<file path="src/hdl/decode_pkg.sv">
// --------------------
// Shared decode types and constants for the decode stage.
// Imported by the expander, the decoder and the stage modules.
// --------------------
package decode_pkg;

  // --------------------
  // RV32I major opcodes
  // --------------------
  localparam logic [6:0] OPCODE_OP     = 7'b0110011;
  localparam logic [6:0] OPCODE_OP_IMM = 7'b0010011;
  localparam logic [6:0] OPCODE_LUI    = 7'b0110111;
  localparam logic [6:0] OPCODE_AUIPC  = 7'b0010111;
  localparam logic [6:0] OPCODE_JAL    = 7'b1101111;
  localparam logic [6:0] OPCODE_JALR   = 7'b1100111;
  localparam logic [6:0] OPCODE_BRANCH = 7'b1100011;
  localparam logic [6:0] OPCODE_LOAD   = 7'b0000011;
  localparam logic [6:0] OPCODE_STORE  = 7'b0100011;

  // Exception cause for an illegal instruction
  localparam logic [31:0] ILLEGAL_CAUSE = 32'd2;

  // Functional unit that executes the entry
  typedef enum logic [2:0] {
    FU_NONE,
    FU_ALU,
    FU_BRANCH,
    FU_LOAD,
    FU_STORE
  } fu_t;

  // Operation within the functional unit
  typedef enum logic [4:0] {
    // ALU register and immediate ops
    OP_ADD,
    OP_SUB,
    OP_SLL,
    OP_SLT,
    OP_SLTU,
    OP_XOR,
    OP_SRL,
    OP_SRA,
    OP_OR,
    OP_AND,
    // Conditional branches
    OP_BEQ,
    OP_BNE,
    OP_BLT,
    OP_BGE,
    OP_BLTU,
    OP_BGEU,
    // Jumps and upper immediates
    OP_JAL,
    OP_JALR,
    OP_LUI,
    OP_AUIPC,
    // Word memory access
    OP_LW,
    OP_SW
  } op_t;

  // One decoded instruction as handed to issue
  typedef struct packed {
    logic [31:0] pc;
    fu_t         fu;
    op_t         op;
    logic [4:0]  rs1;
    logic [4:0]  rs2;
    logic [4:0]  rd;
    logic [31:0] imm;
    logic        use_imm;
    logic        is_compressed;
    logic        illegal;
  } issue_entry_t;

endpackage

</file>
<file path="src/hdl/fetch_if.sv">
// --------------------
// Fetch to decode handshake, one word per valid/ready transfer
// --------------------
`timescale 1ns/1ps

interface fetch_if;

  // Raw word, low half holds a compressed instruction
  logic [31:0] instr;
  // Address of the word
  logic [31:0] addr;
  logic        valid;
  logic        ready;

  // Fetch side offers the word and waits for ready
  modport fetch (
    output instr, addr, valid,
    input  ready
  );

  // Decode side takes the word when it has room
  modport decode (
    input  instr, addr, valid,
    output ready
  );

endinterface

</file>
<file path="src/hdl/compressed_expander.sv">
// --------------------
// Expands supported RVC instructions to their 32-bit form.
// Full-width words pass through, anything else is flagged illegal.
// --------------------
`timescale 1ns/1ps

module compressed_expander
  import decode_pkg::*;
(
  input  logic [31:0] instr_i,
  output logic [31:0] instr_o,
  output logic        is_compressed_o,
  output logic        illegal_o
);

  // Full register fields
  logic [4:0]  rd_full;
  logic [4:0]  rs2_full;
  // Popular-register fields map to x8..x15
  logic [4:0]  rd_p;
  logic [4:0]  rs1_p;
  // Sign-extended 6-bit immediate of CI format
  logic [11:0] imm_ci;

  assign rd_full  = instr_i[11:7];
  assign rs2_full = instr_i[6:2];
  assign rd_p     = {2'b01, instr_i[4:2]};
  assign rs1_p    = {2'b01, instr_i[9:7]};
  assign imm_ci   = {{6{instr_i[12]}}, instr_i[12], instr_i[6:2]};

  always_comb begin
    // 32-bit words go through untouched
    instr_o         = instr_i;
    is_compressed_o = 1'b0;
    illegal_o       = 1'b0;

    if (instr_i[1:0] != 2'b11) begin
      // Unsupported until a case below claims it
      is_compressed_o = 1'b1;
      instr_o         = '0;
      illegal_o       = 1'b1;

      // Select on quadrant and funct3
      case ({instr_i[1:0], instr_i[15:13]})
        // C.LW -> lw rd', uimm(rs1')
        5'b00_010: begin
          instr_o   = {5'b0, instr_i[5], instr_i[12:10], instr_i[6], 2'b00,
                       rs1_p, 3'b010, rd_p, OPCODE_LOAD};
          illegal_o = 1'b0;
        end
        // C.SW -> sw rs2', uimm(rs1')
        5'b00_110: begin
          instr_o   = {5'b0, instr_i[5], instr_i[12], rd_p, rs1_p, 3'b010,
                       instr_i[11:10], instr_i[6], 2'b00, OPCODE_STORE};
          illegal_o = 1'b0;
        end
        // C.ADDI -> addi rd, rd, imm
        5'b01_000: begin
          instr_o   = {imm_ci, rd_full, 3'b000, rd_full, OPCODE_OP_IMM};
          illegal_o = 1'b0;
        end
        // C.LI -> addi rd, x0, imm
        5'b01_010: begin
          instr_o   = {imm_ci, 5'b0, 3'b000, rd_full, OPCODE_OP_IMM};
          illegal_o = 1'b0;
        end
        // C.LUI, rd of x0 or x2 and a zero immediate are reserved here
        5'b01_011: begin
          if (rd_full != 5'd0 && rd_full != 5'd2 && {instr_i[12], instr_i[6:2]} != 6'd0) begin
            instr_o   = {{14{instr_i[12]}}, instr_i[12], instr_i[6:2], rd_full, OPCODE_LUI};
            illegal_o = 1'b0;
          end
        end
        // C.J -> jal x0, offset
        5'b01_101: begin
          instr_o   = {instr_i[12], instr_i[8], instr_i[10:9], instr_i[6], instr_i[7],
                       instr_i[2], instr_i[11], instr_i[5:3], instr_i[12],
                       {8{instr_i[12]}}, 5'b0, OPCODE_JAL};
          illegal_o = 1'b0;
        end
        // C.BEQZ and C.BNEZ, funct3 bit 0 picks bne
        5'b01_110, 5'b01_111: begin
          instr_o   = {instr_i[12], {3{instr_i[12]}}, instr_i[6:5], instr_i[2], 5'b0,
                       rs1_p, {2'b00, instr_i[13]}, instr_i[11:10], instr_i[4:3],
                       instr_i[12], OPCODE_BRANCH};
          illegal_o = 1'b0;
        end
        // C.MV and C.ADD, zero rs2 is jr/jalr/ebreak and not supported
        5'b10_100: begin
          if (rs2_full != 5'd0) begin
            instr_o   = {7'b0, rs2_full, (instr_i[12] ? rd_full : 5'd0), 3'b000,
                         rd_full, OPCODE_OP};
            illegal_o = 1'b0;
          end
        end
        default: begin
        end
      endcase
    end
  end

endmodule

</file>
<file path="src/hdl/decode_top.sv">
// --------------------
// Decode top level with plain fetch and issue ports.
// Splits the registered issue entry into separate outputs.
// --------------------
`timescale 1ns/1ps

module decode_top
  import decode_pkg::*;
(
  input  logic        clk_i,
  input  logic        rst_ni,
  input  logic        flush_i,
  // Fetch side
  input  logic [31:0] fetch_instr_i,
  input  logic [31:0] fetch_addr_i,
  input  logic        fetch_valid_i,
  output logic        fetch_ready_o,
  // Issue side
  input  logic        issue_ack_i,
  output logic        issue_valid_o,
  output logic [31:0] issue_pc_o,
  output fu_t         issue_fu_o,
  output op_t         issue_op_o,
  output logic [4:0]  issue_rs1_o,
  output logic [4:0]  issue_rs2_o,
  output logic [4:0]  issue_rd_o,
  output logic [31:0] issue_imm_o,
  output logic        issue_use_imm_o,
  output logic        issue_compressed_o,
  output logic        issue_illegal_o,
  output logic        issue_ctrl_flow_o,
  output logic [31:0] issue_orig_instr_o
);

  issue_entry_t issue_entry;

  fetch_if fetch_bus ();

  // Fetch ports drive the bus, ready comes back from decode
  assign fetch_bus.instr = fetch_instr_i;
  assign fetch_bus.addr  = fetch_addr_i;
  assign fetch_bus.valid = fetch_valid_i;
  assign fetch_ready_o   = fetch_bus.ready;

  id_stage id_stage_inst (
    .clk_i              (clk_i),
    .rst_ni             (rst_ni),
    .flush_i            (flush_i),
    .fetch              (fetch_bus.decode),
    .issue_entry_o      (issue_entry),
    .issue_valid_o      (issue_valid_o),
    .issue_ctrl_flow_o  (issue_ctrl_flow_o),
    .issue_orig_instr_o (issue_orig_instr_o),
    .issue_ack_i        (issue_ack_i)
  );

  // Entry fields out to plain ports
  assign issue_pc_o         = issue_entry.pc;
  assign issue_fu_o         = issue_entry.fu;
  assign issue_op_o         = issue_entry.op;
  assign issue_rs1_o        = issue_entry.rs1;
  assign issue_rs2_o        = issue_entry.rs2;
  assign issue_rd_o         = issue_entry.rd;
  assign issue_imm_o        = issue_entry.imm;
  assign issue_use_imm_o    = issue_entry.use_imm;
  assign issue_compressed_o = issue_entry.is_compressed;
  assign issue_illegal_o    = issue_entry.illegal;

endmodule

</file>
<file path="src/hdl/id_stage.sv">
// --------------------
// Decode stage with the ID-to-issue pipeline register.
// Takes one fetch word, holds one entry until issue acknowledges it.
// --------------------
`timescale 1ns/1ps

module id_stage
  import decode_pkg::*;
(
  input  logic         clk_i,
  input  logic         rst_ni,
  input  logic         flush_i,
  fetch_if.decode      fetch,
  output issue_entry_t issue_entry_o,
  output logic         issue_valid_o,
  output logic         issue_ctrl_flow_o,
  output logic [31:0]  issue_orig_instr_o,
  input  logic         issue_ack_i
);

  // Expander outputs
  logic [31:0]  exp_instr;
  logic         is_compressed;
  logic         is_illegal;
  // Decoder outputs
  issue_entry_t dec_entry;
  logic         dec_ctrl_flow;
  logic [31:0]  orig_instr;
  // Pipeline register
  logic         valid_q;
  issue_entry_t entry_q;
  logic [31:0]  orig_instr_q;
  logic         ctrl_flow_q;
  logic         capture;

  compressed_expander compressed_expander_inst (
    .instr_i         (fetch.instr),
    .instr_o         (exp_instr),
    .is_compressed_o (is_compressed),
    .illegal_o       (is_illegal)
  );

  instr_decoder instr_decoder_inst (
    .instr_i         (exp_instr),
    .pc_i            (fetch.addr),
    .is_compressed_i (is_compressed),
    .is_illegal_i    (is_illegal),
    .entry_o         (dec_entry),
    .ctrl_flow_o     (dec_ctrl_flow)
  );

  // Fetched word as seen by issue, upper half dropped for RVC
  assign orig_instr = is_compressed ? {16'b0, fetch.instr[15:0]} : fetch.instr;

  // Room when empty or when the held entry leaves this cycle
  assign capture     = fetch.valid & (~valid_q | issue_ack_i);
  assign fetch.ready = capture;

  // --------------------
  // Pipeline register
  // --------------------
  always_ff @(posedge clk_i or negedge rst_ni) begin
    if (!rst_ni) begin
      valid_q      <= 1'b0;
      entry_q      <= '0;
      orig_instr_q <= '0;
      ctrl_flow_q  <= 1'b0;
    end else begin
      if (capture) begin
        entry_q      <= dec_entry;
        orig_instr_q <= orig_instr;
        ctrl_flow_q  <= dec_ctrl_flow;
      end
      // Flush wins over both ack and a new capture
      if (flush_i) begin
        valid_q <= 1'b0;
      end else if (capture) begin
        valid_q <= 1'b1;
      end else if (issue_ack_i) begin
        valid_q <= 1'b0;
      end
    end
  end

  assign issue_entry_o      = entry_q;
  assign issue_valid_o      = valid_q;
  assign issue_ctrl_flow_o  = ctrl_flow_q;
  assign issue_orig_instr_o = orig_instr_q;

  // --------------------
  // Assertions
  // --------------------
  // Issue may only take an entry that is there
  ack_only_when_valid: assert property (
    @(posedge clk_i) disable iff (!rst_ni)
    issue_ack_i |-> valid_q
  );

  // Unacknowledged entry waits unchanged for issue
  held_entry_stable: assert property (
    @(posedge clk_i) disable iff (!rst_ni)
    (valid_q && !issue_ack_i && !flush_i) |=>
      (valid_q && $stable(entry_q) && $stable(orig_instr_q) && $stable(ctrl_flow_q))
  );

endmodule

</file>
<file path="src/hdl/instr_decoder.sv">
// --------------------
// Combinational RV32I decoder, builds one issue entry per word.
// Illegal entries carry the exception cause in the immediate.
// --------------------
`timescale 1ns/1ps

module instr_decoder
  import decode_pkg::*;
(
  input  logic [31:0]  instr_i,
  input  logic [31:0]  pc_i,
  input  logic         is_compressed_i,
  input  logic         is_illegal_i,
  output issue_entry_t entry_o,
  output logic         ctrl_flow_o
);

  // Instruction fields
  logic [6:0]  opcode;
  logic [2:0]  funct3;
  logic [6:0]  funct7;
  logic [4:0]  rs1_f;
  logic [4:0]  rs2_f;
  logic [4:0]  rd_f;
  // Sign-extended immediates per format
  logic [31:0] imm_i;
  logic [31:0] imm_s;
  logic [31:0] imm_b;
  logic [31:0] imm_u;
  logic [31:0] imm_j;
  // Decoded values before the illegal override
  fu_t         fu;
  op_t         op;
  logic [4:0]  rs1;
  logic [4:0]  rs2;
  logic [4:0]  rd;
  logic [31:0] imm;
  logic        use_imm;
  logic        dec_illegal;
  logic        illegal;

  assign opcode = instr_i[6:0];
  assign funct3 = instr_i[14:12];
  assign funct7 = instr_i[31:25];
  assign rs1_f  = instr_i[19:15];
  assign rs2_f  = instr_i[24:20];
  assign rd_f   = instr_i[11:7];

  assign imm_i = {{20{instr_i[31]}}, instr_i[31:20]};
  assign imm_s = {{20{instr_i[31]}}, instr_i[31:25], instr_i[11:7]};
  assign imm_b = {{19{instr_i[31]}}, instr_i[31], instr_i[7], instr_i[30:25],
                  instr_i[11:8], 1'b0};
  assign imm_u = {instr_i[31:12], 12'b0};
  assign imm_j = {{11{instr_i[31]}}, instr_i[31], instr_i[19:12], instr_i[20],
                  instr_i[30:21], 1'b0};

  always_comb begin
    // Unused register slots read as x0
    fu          = FU_NONE;
    op          = OP_ADD;
    rs1         = '0;
    rs2         = '0;
    rd          = '0;
    imm         = '0;
    use_imm     = 1'b0;
    dec_illegal = 1'b0;

    case (opcode)
      OPCODE_OP: begin
        fu  = FU_ALU;
        rs1 = rs1_f;
        rs2 = rs2_f;
        rd  = rd_f;
        case ({funct7, funct3})
          {7'b0000000, 3'b000}: op = OP_ADD;
          {7'b0100000, 3'b000}: op = OP_SUB;
          {7'b0000000, 3'b001}: op = OP_SLL;
          {7'b0000000, 3'b010}: op = OP_SLT;
          {7'b0000000, 3'b011}: op = OP_SLTU;
          {7'b0000000, 3'b100}: op = OP_XOR;
          {7'b0000000, 3'b101}: op = OP_SRL;
          {7'b0100000, 3'b101}: op = OP_SRA;
          {7'b0000000, 3'b110}: op = OP_OR;
          {7'b0000000, 3'b111}: op = OP_AND;
          default:              dec_illegal = 1'b1;
        endcase
      end
      OPCODE_OP_IMM: begin
        fu      = FU_ALU;
        rs1     = rs1_f;
        rd      = rd_f;
        imm     = imm_i;
        use_imm = 1'b1;
        case (funct3)
          3'b000: op = OP_ADD;
          3'b010: op = OP_SLT;
          3'b011: op = OP_SLTU;
          3'b100: op = OP_XOR;
          3'b110: op = OP_OR;
          3'b111: op = OP_AND;
          // Shifts carry only the shift amount
          3'b001: begin
            op          = OP_SLL;
            imm         = {27'b0, instr_i[24:20]};
            dec_illegal = (funct7 != 7'b0000000);
          end
          default: begin
            op          = (funct7 == 7'b0100000) ? OP_SRA : OP_SRL;
            imm         = {27'b0, instr_i[24:20]};
            dec_illegal = (funct7 != 7'b0000000) && (funct7 != 7'b0100000);
          end
        endcase
      end
      OPCODE_LUI, OPCODE_AUIPC: begin
        fu      = FU_ALU;
        op      = (opcode == OPCODE_LUI) ? OP_LUI : OP_AUIPC;
        rd      = rd_f;
        imm     = imm_u;
        use_imm = 1'b1;
      end
      OPCODE_JAL: begin
        fu      = FU_BRANCH;
        op      = OP_JAL;
        rd      = rd_f;
        imm     = imm_j;
        use_imm = 1'b1;
      end
      OPCODE_JALR: begin
        fu          = FU_BRANCH;
        op          = OP_JALR;
        rs1         = rs1_f;
        rd          = rd_f;
        imm         = imm_i;
        use_imm     = 1'b1;
        dec_illegal = (funct3 != 3'b000);
      end
      OPCODE_BRANCH: begin
        // Offset travels in imm but operands are both registers
        fu  = FU_BRANCH;
        rs1 = rs1_f;
        rs2 = rs2_f;
        imm = imm_b;
        case (funct3)
          3'b000:  op = OP_BEQ;
          3'b001:  op = OP_BNE;
          3'b100:  op = OP_BLT;
          3'b101:  op = OP_BGE;
          3'b110:  op = OP_BLTU;
          3'b111:  op = OP_BGEU;
          default: dec_illegal = 1'b1;
        endcase
      end
      OPCODE_LOAD: begin
        // Only word loads exist in this core
        fu          = FU_LOAD;
        op          = OP_LW;
        rs1         = rs1_f;
        rd          = rd_f;
        imm         = imm_i;
        use_imm     = 1'b1;
        dec_illegal = (funct3 != 3'b010);
      end
      OPCODE_STORE: begin
        fu          = FU_STORE;
        op          = OP_SW;
        rs1         = rs1_f;
        rs2         = rs2_f;
        imm         = imm_s;
        use_imm     = 1'b1;
        dec_illegal = (funct3 != 3'b010);
      end
      default: dec_illegal = 1'b1;
    endcase
  end

  assign illegal = is_illegal_i | dec_illegal;

  // Illegal entries go to no unit, write no register and report the cause
  assign entry_o.pc            = pc_i;
  assign entry_o.fu            = illegal ? FU_NONE : fu;
  assign entry_o.op            = illegal ? OP_ADD : op;
  assign entry_o.rs1           = rs1;
  assign entry_o.rs2           = rs2;
  assign entry_o.rd            = illegal ? 5'd0 : rd;
  assign entry_o.imm           = illegal ? ILLEGAL_CAUSE : imm;
  assign entry_o.use_imm       = illegal ? 1'b0 : use_imm;
  assign entry_o.is_compressed = is_compressed_i;
  assign entry_o.illegal       = illegal;

  assign ctrl_flow_o = ~illegal & (fu == FU_BRANCH);

endmodule

</file>
<file path="config.mk">
export PLATFORM = sky130hd
export DESIGN_NAME = decode_top
export DESIGN_NICKNAME = d
export VERILOG_FILES = /design/src/hdl/decode_pkg.sv /design/src/hdl/fetch_if.sv /design/src/hdl/compressed_expander.sv /design/src/hdl/decode_top.sv /design/src/hdl/id_stage.sv /design/src/hdl/instr_decoder.sv
export SDC_FILE = /design/constraint.sdc
export NUM_CORES = 1
export LEC_CHECK = 0
export ABC_CLOCK_PERIOD_IN_PS = 1800
export BUFFER_PORTS_ARGS = -buffer_cell sky130_fd_sc_hd__buf_2
export CORE_ASPECT_RATIO = 1.5
export CORE_UTILIZATION = 30
export CTS_CLUSTER_DIAMETER = 60
export CTS_CLUSTER_SIZE = 14
export DETAILED_ROUTE_END_ITERATION = 12
export SYNTH_ARGS = -nofsm -noshare
export SYNTH_HDL_FRONTEND = slang
export SYNTH_HIERARCHICAL = 1
export SYNTH_SLANG_ARGS = --single-unit
</file>
<file path="constraint.sdc">
create_clock -name clk_i -period 1.8 [get_ports clk_i]
set_input_delay 0.36 -clock clk_i [delete_from_list [all_inputs] [get_ports clk_i]]
set_output_delay 0.36 -clock clk_i [all_outputs]
set_load 0.05 [all_outputs]
</file>
==> results.ini, run 1 <==
[floorplanning]
fp.dieW_um=131
dieArea_um2=25700
rows=70
start_util_pct=30.7
num_io_pins=194
die_h_um=196
core_um2=24500

[drt]
vias_per_cell=4.94
drt_iter0_markers=315
detail-route-antenna-nets=0
first_pass_iters=5
wl_per_cell_um=19.1
postRouteWirelength_um=25500
num_vias=6594
drc=0

[grt]
grt_pass1_wl_um=39100
grt_pass1_vias=6880
antenna_found_initial=0
grt_overflow_total=0
grt_start_max_net_pins=45
grt_usage_pct=20.0

[clock_network]
cts_tree=yes
clk_latency_ns=0.43
cts_root_buffer=clkbuf_16
cts_made_buffers=17
cts-htree-levels=4
cts_max_path_buffers=2
clock-sinks=124
clk_pin_slew_ns=0.06

[synthesis]
syn_nets=751
syn_avg_cell_area_um2=11.0
synth-edff-count=0
synth_flop_cell=dfrtp_1
synth_cell_types=75
synth-seq-cells=124
netlist_instances=682
syn-cell-area_um2=7520
yosysWarningCount=6
postSynth.asyncResetShare_pct=100
synth-seq-area-share_pct=41.3

[place]
placed_cell_area_um2=9790
hpwl_um=19800
numPortBuffers=193
place.gp.congestion=0.938

[min_path]
hp-class=in -> reg

[timing]
setup_viol=58
setup_ws_ns=-1.02
min_period_over_period_pct=157
rsz0062_at_grt=true
period_minus_slack_ns=2.82
holdWs_ns=0.0711
fmax_mhz=354
finClkSkew_ns=0.0118
slew_viol_final=0
slew_headroom_pct=55.3
setup-tns-final_ns=-52.66
hold_viol_final=0
worst_slew_pin_slew_ns=0.666

[finish]
nFillCells=2403
diodes=0
final_area_um2=10900
finalNetCount=1066
drive_gt1_share_pct=61.6
syn2layout_area_growth_pct=44.6

[critical_path]
crit_type=in -> reg
required_ns=2.11
cp.arrival_ns=3.13
critPathLaunchType=input pin
end_kind=flop
worstPathMaxFanout=5

[power]
p_total_mw=9.13
p_leak_nw=5.32
power_density_nw_per_um2=839
ir_drop_mv=0.632

[run_status]
outcome=finished, violations left
violations=negative setup slack

[job]
drv_cap=0

## synth_stat cells, types with 6 or more instances
library cell	n	area, um^2
mux2_2	64	721
buf_2	12	60.1
o21ai_0	18	90.1
nand2_1	50	188
dfrtp_1	124	3100
nor2_1	31	116
a211oi_1	6	45.0
o21ai_1	6	30.0
inv_1	15	56.3
nor2b_1	20	125
a222oi_1	6	60.1
a211oi_2	13	163
and2_1	14	87.6
mux2_4	59	886
clkbuf_1	13	48.8
a221o_1	6	60.1
a22oi_1	8	60.1
nand3_1	19	95.1
buf_4	41	308
nor3_2	8	80.1
nor3_1	18	90.1
a21oi_1	31	155
buf_6	15	169
nand2b_1	9	56.3
## timing repair
action,4_1_cts,5_1_grt
pin swaps,13,15
buffers inserted,8,5
setup endpoints to repair,59,58
resized for setup,51,24
cloned,2,3
hold buffers,1,0
hold endpoints to repair,37,0
## state kept, by name (all words and copies together) (netlist names)
signal,count
id_stage_inst/issue_valid_o,1
id_stage_inst/issue_ctrl_flow_o,1
id_stage_inst/issue_orig_instr_o,32
id_stage_inst/issue_entry_o,90
## critical path: stages
cell	delay, ns
buf_6	0.09
or4_4	0.54
and4_4	0.20
a221o_1	0.33
nand2b_4	0.15
or4b_4	0.52
a21o_1	0.21
nand4_1	0.14
buf_6	0.15
clkbuf_16	0.15
nor3b_2	0.04
mux2_4	0.25
## power by group
part	internal (mW)	switching (mW)
clock network	1.96	1.42
registers	2.97	0.0973
logic	1.04	1.64
total	5.97	3.15
## cells by family after synthesis
family | after synthesis | share of synthesized area [%]
mux | 123 | 21.4
compound gates | 132 | 13.2
buf+inv | 97 | 8.59
simple gates | 204 | 15.4
flops | 124 | 41.3
xor+xnor | 2 | 0.233
## placed cells by master (no fill, tap or decap), types with 15 or more instances in the layout
| cell type | instances |
|---|---|
| buf_4 | 155 |
| nor2_1 | 22 |
| clkbuf_16 | 19 |
| mux2_2 | 51 |
| o21ai_0 | 17 |
| inv_1 | 15 |
| nand2_1 | 46 |
| a21oi_1 | 27 |
| nor2b_1 | 19 |
| dfrtp_1 | 124 |
| buf_2 | 190 |
| nand3_1 | 18 |
| mux2_4 | 72 |
## path summary, 6_finish.rpt
check | from | slack [ns] | depth (start not counted) | to
worst max-delay path | fetch_instr_i[11] | -1.02 | 12 | id_stage_inst/issue_ctrl_flow_o
max in group asynchronous | rst_ni | 0.81 | 3 | id_stage_inst/issue_entry_o[16]
worst min-delay path | flush_i | 0.07 | 2 | id_stage_inst/issue_valid_o
worst max register to register | id_stage_inst/issue_valid_o | 0.10 | 6 | id_stage_inst/issue_entry_o[89]
worst min register to register | id_stage_inst/issue_orig_instr_o[6] | 0.50 | 1 | id_stage_inst/issue_orig_instr_o[6]
min in group asynchronous | rst_ni | 0.40 | 2 | id_stage_inst/issue_orig_instr_o[12]
## through the flow
step | util (%) | instances | setup WS, ns
6_report | 44.3 | 1334 | -1.02
5_1_grt | 44.3 | 1334 | -1.06
4_1_cts | 43.5 | 1326 | -0.963
3_5_place_dp | 39.9 | 1284 | -1.47
3_3_place_gp | 39.9 | 1284 | -1.41
2_1_floorplan | - | 682 | -1.44
## metal layers
| metal | part of all wire [%] | vias up | track usage (%) |
|---|---|---|---|
| met5 | 0 | - | 0 |
| met4 | 5.1 | 0 | 12.7 |
| met3 | 4.5 | 70 | 3.46 |
| met2 | 53 | 232 | 36.3 |
| met1 | 37 | 3225 | 21.5 |
| li1 | - | 3067 | - |
## layout make-up
cell class / instances / area (um^2) / share of cell area [%]
multi-input cells: 461 / 4080 / 37.5
inverters: 16 / 60.1 / 0.552
flip-flops and latches: 124 / 3100 / 28.5
well taps: 324 / 405 / 3.73
clock inverters: 14 / 134 / 1.23
repair buffers: 377 / 2650 / 24.4
clock buffers: 18 / 439 / 4.04
No activity file was read; power rests on OpenSTA's default activity.
==> run 2: changes to the inputs <==
--- a/config.mk
+++ b/config.mk
@@ -14,2 +14,4 @@
 export DETAILED_ROUTE_END_ITERATION = 12
+export RECOVER_POWER = 50
+export SKIP_CTS_REPAIR_TIMING = 1
 export SYNTH_ARGS = -nofsm -noshare
--- a/constraint.sdc
+++ b/constraint.sdc
@@ -3,2 +3,2 @@
 set_output_delay 0.36 -clock clk_i [all_outputs]
-set_load 0.05 [all_outputs]
+set_load 0.01 [all_outputs]
==> run 2 against run 1 <==
  * The run still ends with negative setup slack left
  * First-iteration DRC count up 39%
  * Register-to-register slack worse by 0.14 ns
  * Wire length down 1.2%
  * Total power down 5.8%
  * Fmax up 1.1%
  * Setup slack better by 0.031 ns
  * Hold slack worse by 0.00056 ns
  * Non-clock buffer count up 1
==> results.ini, run 2 (same netlist as run 1, synthesis figures left out) <==
[finish]
finalNetCount=1067
drive_gt1_share_pct=58.3
nFillCells=2380
final_cell_mix=buf_4, buf_2, dfrtp_1, mux2_4, nand2_1
largest_reg_flops=90
diodes=0
syn2layout_area_growth_pct=43.8
seq_area_um2=3100
fin_cells=1335
multi_input_area_um2=4150

[timing]
holdWs_ns=0.0706
min_period_over_period_pct=155
setup-tns-final_ns=-52.86
rsz0062_at_grt=true
setup_viol=84
period_minus_slack_ns=2.79
slew_headroom_pct=42.1
hold_viol_final=0
finClkSkew_ns=0.0103
fmax_mhz=358
slew_viol_final=0
worst_slew_pin_slew_ns=0.868
setup_ws_ns=-0.993

[floorplanning]
num_io_pins=194
start_util_pct=30.7
die_h_um=196
fp.dieW_um=131
rows=70
core_um2=24500
dieArea_um2=25700

[critical_path]
cp.buffers_inverters=3
critPathMaxStageDelay_ns=0.54
required_ns=2.12
end_kind=flop
crit_type=in -> reg
rrSetupSlack_ns=-0.04
cp.arrival_ns=3.11
worstPathMaxFanout=10
worstPathCellList=buf_6 > or4_4 > and4_4 > buf_4 > a22o_4 > buf_6 > xor2_2 > o21ai_1 > a21o_1 > nand4_1 > a221o_1 > mux2_4
r2r-end=id_stage_inst/issue_entry_o[0]
crit_family=compound AO/OA/AOI/OAI gates
crit_path_top_delay_cell=or4_4
rr_startpoint=id_stage_inst/issue_valid_o
ff2ff_path_depth=5
cpMostUsedCell=buf_6
critPathLaunchType=input pin

[grt]
grt_overflow_total=0
grt_start_max_net_pins=53
grt_pass1_wl_um=37800
antenna_found_initial=0
grt_pass1_vias=6657
grt_usage_pct=19.4

[drt]
wl_per_cell_um=18.9
drc=0
num_vias=6653
first_pass_iters=6
drt_iter0_markers=439
vias_per_cell=4.98
detail-route-antenna-nets=0
postRouteWirelength_um=25200

[place]
dp_slack_ns=-1.50
dp.cells=1286
place.gp.congestion=0.932
numPortBuffers=193
hpwl_um=19400

[clock_network]
clk_latency_ns=0.43
cts_tree=yes
cts_root_buffer=clkbuf_16
cts_made_buffers=17
cts_max_path_buffers=2
cts-htree-levels=4
clk_pin_slew_ns=0.06
clock-sinks=124

[min_path]
whs_path_depth=2
hold_start=flush_i
hp-class=in -> reg
holdPathEnd=id_stage_inst/issue_valid_o

[run_status]
outcome=finished, violations left
violations=negative setup slack

[power]
power_density_nw_per_um2=795
p_leak_nw=5.16
ir_drop_mv=0.549

[job]
drv_cap=0

==> run 2: cell count changes in the layout (fill, tap and decap cells not counted), moves of 6 or more <==
| cell | change |
|---|---|
| buf_12 | -7 |
| buf_2 | -30 |
| clkbuf_1 | +33 |
| mux2_2 | -6 |
| mux2_4 | +6 |
| nor2_1 | -6 |
| nor2_4 | +9 |
==> run 2: worst max-delay path by stage <==
stage	from	end	slack, ns	depth (start not counted)
4_1_cts	fetch_instr_i[0]	id_stage_inst/issue_entry_o[27]	-1.04	14
6_report	fetch_instr_i[10]	id_stage_inst/issue_entry_o[4]	-0.99	12
3_5_place_dp	fetch_instr_i[0]	id_stage_inst/issue_entry_o[27]	-1.50	14
3_3_place_gp	fetch_instr_i[0]	id_stage_inst/issue_entry_o[27]	-1.46	14
5_1_grt	fetch_instr_i[0]	id_stage_inst/issue_entry_o[4]	-1.06	12
2_1_floorplan	fetch_instr_i[11]	id_stage_inst/issue_entry_o[34]	-1.44	12
==> run 2: power by group <==
group	switching [mW]	internal, mW
sequential	0.0989	2.97
combinational	1.05	0.975
clock	1.37	2.13
total	2.52	6.08
==> run 2: metal layers <==
metal,vias to the layer above,wire (um),GRT usage (%)
met5,-,0,0
met4,0,816,10.2
met3,42,933,3.41
met2,211,13700,35.9
met1,3337,9680,20.8
li1,3063,-,-
==> run 2: layout make-up <==
cell class,instances,share of cell area [%]
Clock buffer,21,4.26
Clock inverter,11,1.25
Inverter,16,0.555
Multi-Input combinational cell,461,38.4
Sequential cell,124,28.7
Tap cell,324,3.75
Timing Repair Buffer,378,23.1
==> run 2: through the flow <==
step,util (%),instance area [um^2],power (mW)
floorplan,-,7600,4.14
global route,44.1,10800,8.97
CTS,42.2,10400,8.54
finish,44.1,10800,8.60
global placement,39.8,9760,4.97
detailed placement,39.8,9760,4.99
==> run 3: changes to the inputs <==
HOLD_SLACK_MARGIN = 0.02   (was default)
SKIP_CTS_REPAIR_TIMING = default   (was 1)
==> run 3 against run 2 <==
  * The run still ends with negative setup slack left
  * Total power grew 1.0%
  * Non-clock buffer count grew 8
  * Fmax shrank 0.32%
  * Flip-flop and latch count is the same
  * Critical path type unchanged
  * Clock power is essentially flat
  * Utilization grew 0.89 points
  * Via count grew 0.36%
  * Critical endpoint is now id_stage_inst/issue_entry_o[32]
==> results.ini, run 3 (same netlist as run 1, synthesis figures left out) <==
[critical_path]
crit_type=in -> reg
required_ns=2.12
endpoint=id_stage_inst/issue_entry_o[32]
cp.arrival_ns=3.12
r2r-end=id_stage_inst/issue_entry_o[49]
rr_startpoint=id_stage_inst/issue_valid_o
crit_start=fetch_instr_i[11]
critPathLaunchType=input pin
ff2ff_path_depth=5
rrSetupSlack_ns=-0.11
worstPathMaxFanout=8
end_kind=flop

[power]
clockPowerShare_pct=40.2
ir_drop_mv=0.558
p_sw_share_pct=29.5
power_switching_mw=2.56
power_density_nw_per_um2=787
power_frac_seq_pct=35.4
p_leak_nw=5.30
internal_power_mw=6.12
p_total_mw=8.69
p_comb_share_pct=24.4

[grt]
antenna_found_initial=0
grt_start_max_net_pins=53
grt_pass1_wl_um=38700
grt_usage_pct=19.8
grt_pass1_vias=6843
grt_overflow_total=0

[finish]
drive_gt1_share_pct=60.4
diodes=0
finalNetCount=1075
syn2layout_area_growth_pct=46.7
seq_area_um2=3100
layout_commonest_cell=buf_4
final_cell_mix=buf_4, buf_2, dfrtp_1, mux2_4
multi_input_area_um2=4270
nFillCells=2358
largest_reg_flops=90

[timing]
setup_viol=100
hold_viol_final=0
rsz0062_at_grt=true
slew_headroom_pct=41.8
fmax_mhz=357
min_period_over_period_pct=156
setup_ws_ns=-1.00
finClkSkew_ns=0.0114
worst_slew_pin_slew_ns=0.873
slew_viol_final=0
period_minus_slack_ns=2.80

[place]
dp_slack_ns=-1.50
numPortBuffers=193
hpwl_um=19400
place.gp.congestion=0.932

[drt]
num_vias=6677
drc=0
postRouteWirelength_um=25400
vias_per_cell=4.97
first_pass_iters=5
wl_per_cell_um=18.9
drt_iter0_markers=416
detail-route-antenna-nets=0

[clock_network]
cts-htree-levels=4
clk_pin_slew_ns=0.06
cts_tree=yes
cts_made_buffers=17
clock-sinks=124
cts_root_buffer=clkbuf_16
cts_max_path_buffers=2
clk_latency_ns=0.43

[run_status]
violations=negative setup slack
outcome=finished, violations left

[floorplanning]
dieArea_um2=25700
die_h_um=196
num_io_pins=194
core_um2=24500
fp.dieW_um=131
start_util_pct=30.7
rows=70

[min_path]
hp-class=in -> reg

[job]
drv_cap=0

==> run 3: cell types whose count changed in the layout (fill, tap and decap cells not counted), sizes merged <==
cell | before | now
bufbuf | 0 | 1
clkbuf | 55 | 54
buf | 343 | 351
==> run 3: how the worst min path moves through the flow <==
| stage | start | endpoint | depth (start not counted) |
|---|---|---|---|
| 6_report | flush_i | id_stage_inst/issue_valid_o | 2 |
| 5_1_grt | flush_i | id_stage_inst/issue_valid_o | 2 |
| 4_1_cts | flush_i | id_stage_inst/issue_valid_o | 2 |
| 3_5_place_dp | rst_ni | id_stage_inst/issue_orig_instr_o[14] | 1 |
| 3_3_place_gp | rst_ni | id_stage_inst/issue_orig_instr_o[14] | 1 |
| 2_1_floorplan | rst_ni | id_stage_inst/issue_ctrl_flow_o | 0 |
==> run 3: power by group through the flow <==
| stage | clock network [mW] | registers, mW | logic (mW) |
|---|---|---|---|
| after CTS | 3.59 | 3.07 | 2.00 |
| after global placement | 0 | 3.11 | 1.86 |
| after floorplan | 0 | 3.20 | 0.938 |
| after detailed placement | 0 | 3.12 | 1.87 |
| final | 3.49 | 3.07 | 2.12 |
| after global routing | 3.71 | 3.09 | 2.26 |
==> run 3: area by class of cell <==
class | count | area share, %
multi-input combinational | 461 | 38.7
tap | 324 | 3.67
timing repair buffer | 386 | 23.5
sequential | 124 | 28.1
clock inverter | 11 | 1.22
inverter | 16 | 0.544
clock buffer | 21 | 4.17
==> run 3: per-layer routing <==
| metal | track usage, % | wire [um] | up-vias | part of all wire [%] |
|---|---|---|---|---|
| met5 | 0 | 0 | - | 0 |
| met4 | 10.6 | 1050 | 0 | 4.1 |
| met3 | 3.49 | 995 | 60 | 3.9 |
| met2 | 36.9 | 13800 | 215 | 54 |
| met1 | 21.2 | 9650 | 3322 | 38 |
| li1 | - | - | 3080 | - |
==> run 3: per-stage QoR <==
stage | hold WS, ns | setup TNS, ns | area [um^2] | util, % | cells
2_1_floorplan | 0.0644 | -75.83 | 7600 | - | 682
3_3_place_gp | 0.274 | -79.27 | 9760 | 39.8 | 1286
3_5_place_dp | 0.279 | -80.83 | 9760 | 39.8 | 1286
4_1_cts | 0.0496 | -48.37 | 10700 | 43.7 | 1330
5_1_grt | 0.0570 | -62.26 | 11000 | 45.0 | 1343
6_report | 0.0666 | -55.16 | 11000 | 45.0 | 1343
==> run 3: critical path, cell delays in order <==
cell       delay (ns)
buf_6            0.09
or4_4            0.54
and4_4           0.18
a221o_1          0.33
nand2b_4         0.15
or4b_4           0.53
a21o_1           0.22
nand3_4          0.21
clkbuf_16        0.20
a211oi_2         0.05
mux2_4           0.26
==> run 3: timing repair <==
action	4_1_cts	5_1_grt
setup endpoints to repair	59	59
gates cloned	1	2
setup buffers	10	11
hold buffers	1	0
resized for setup	61	58
endpoints found under the hold margin	31	0
pin swaps	17	21
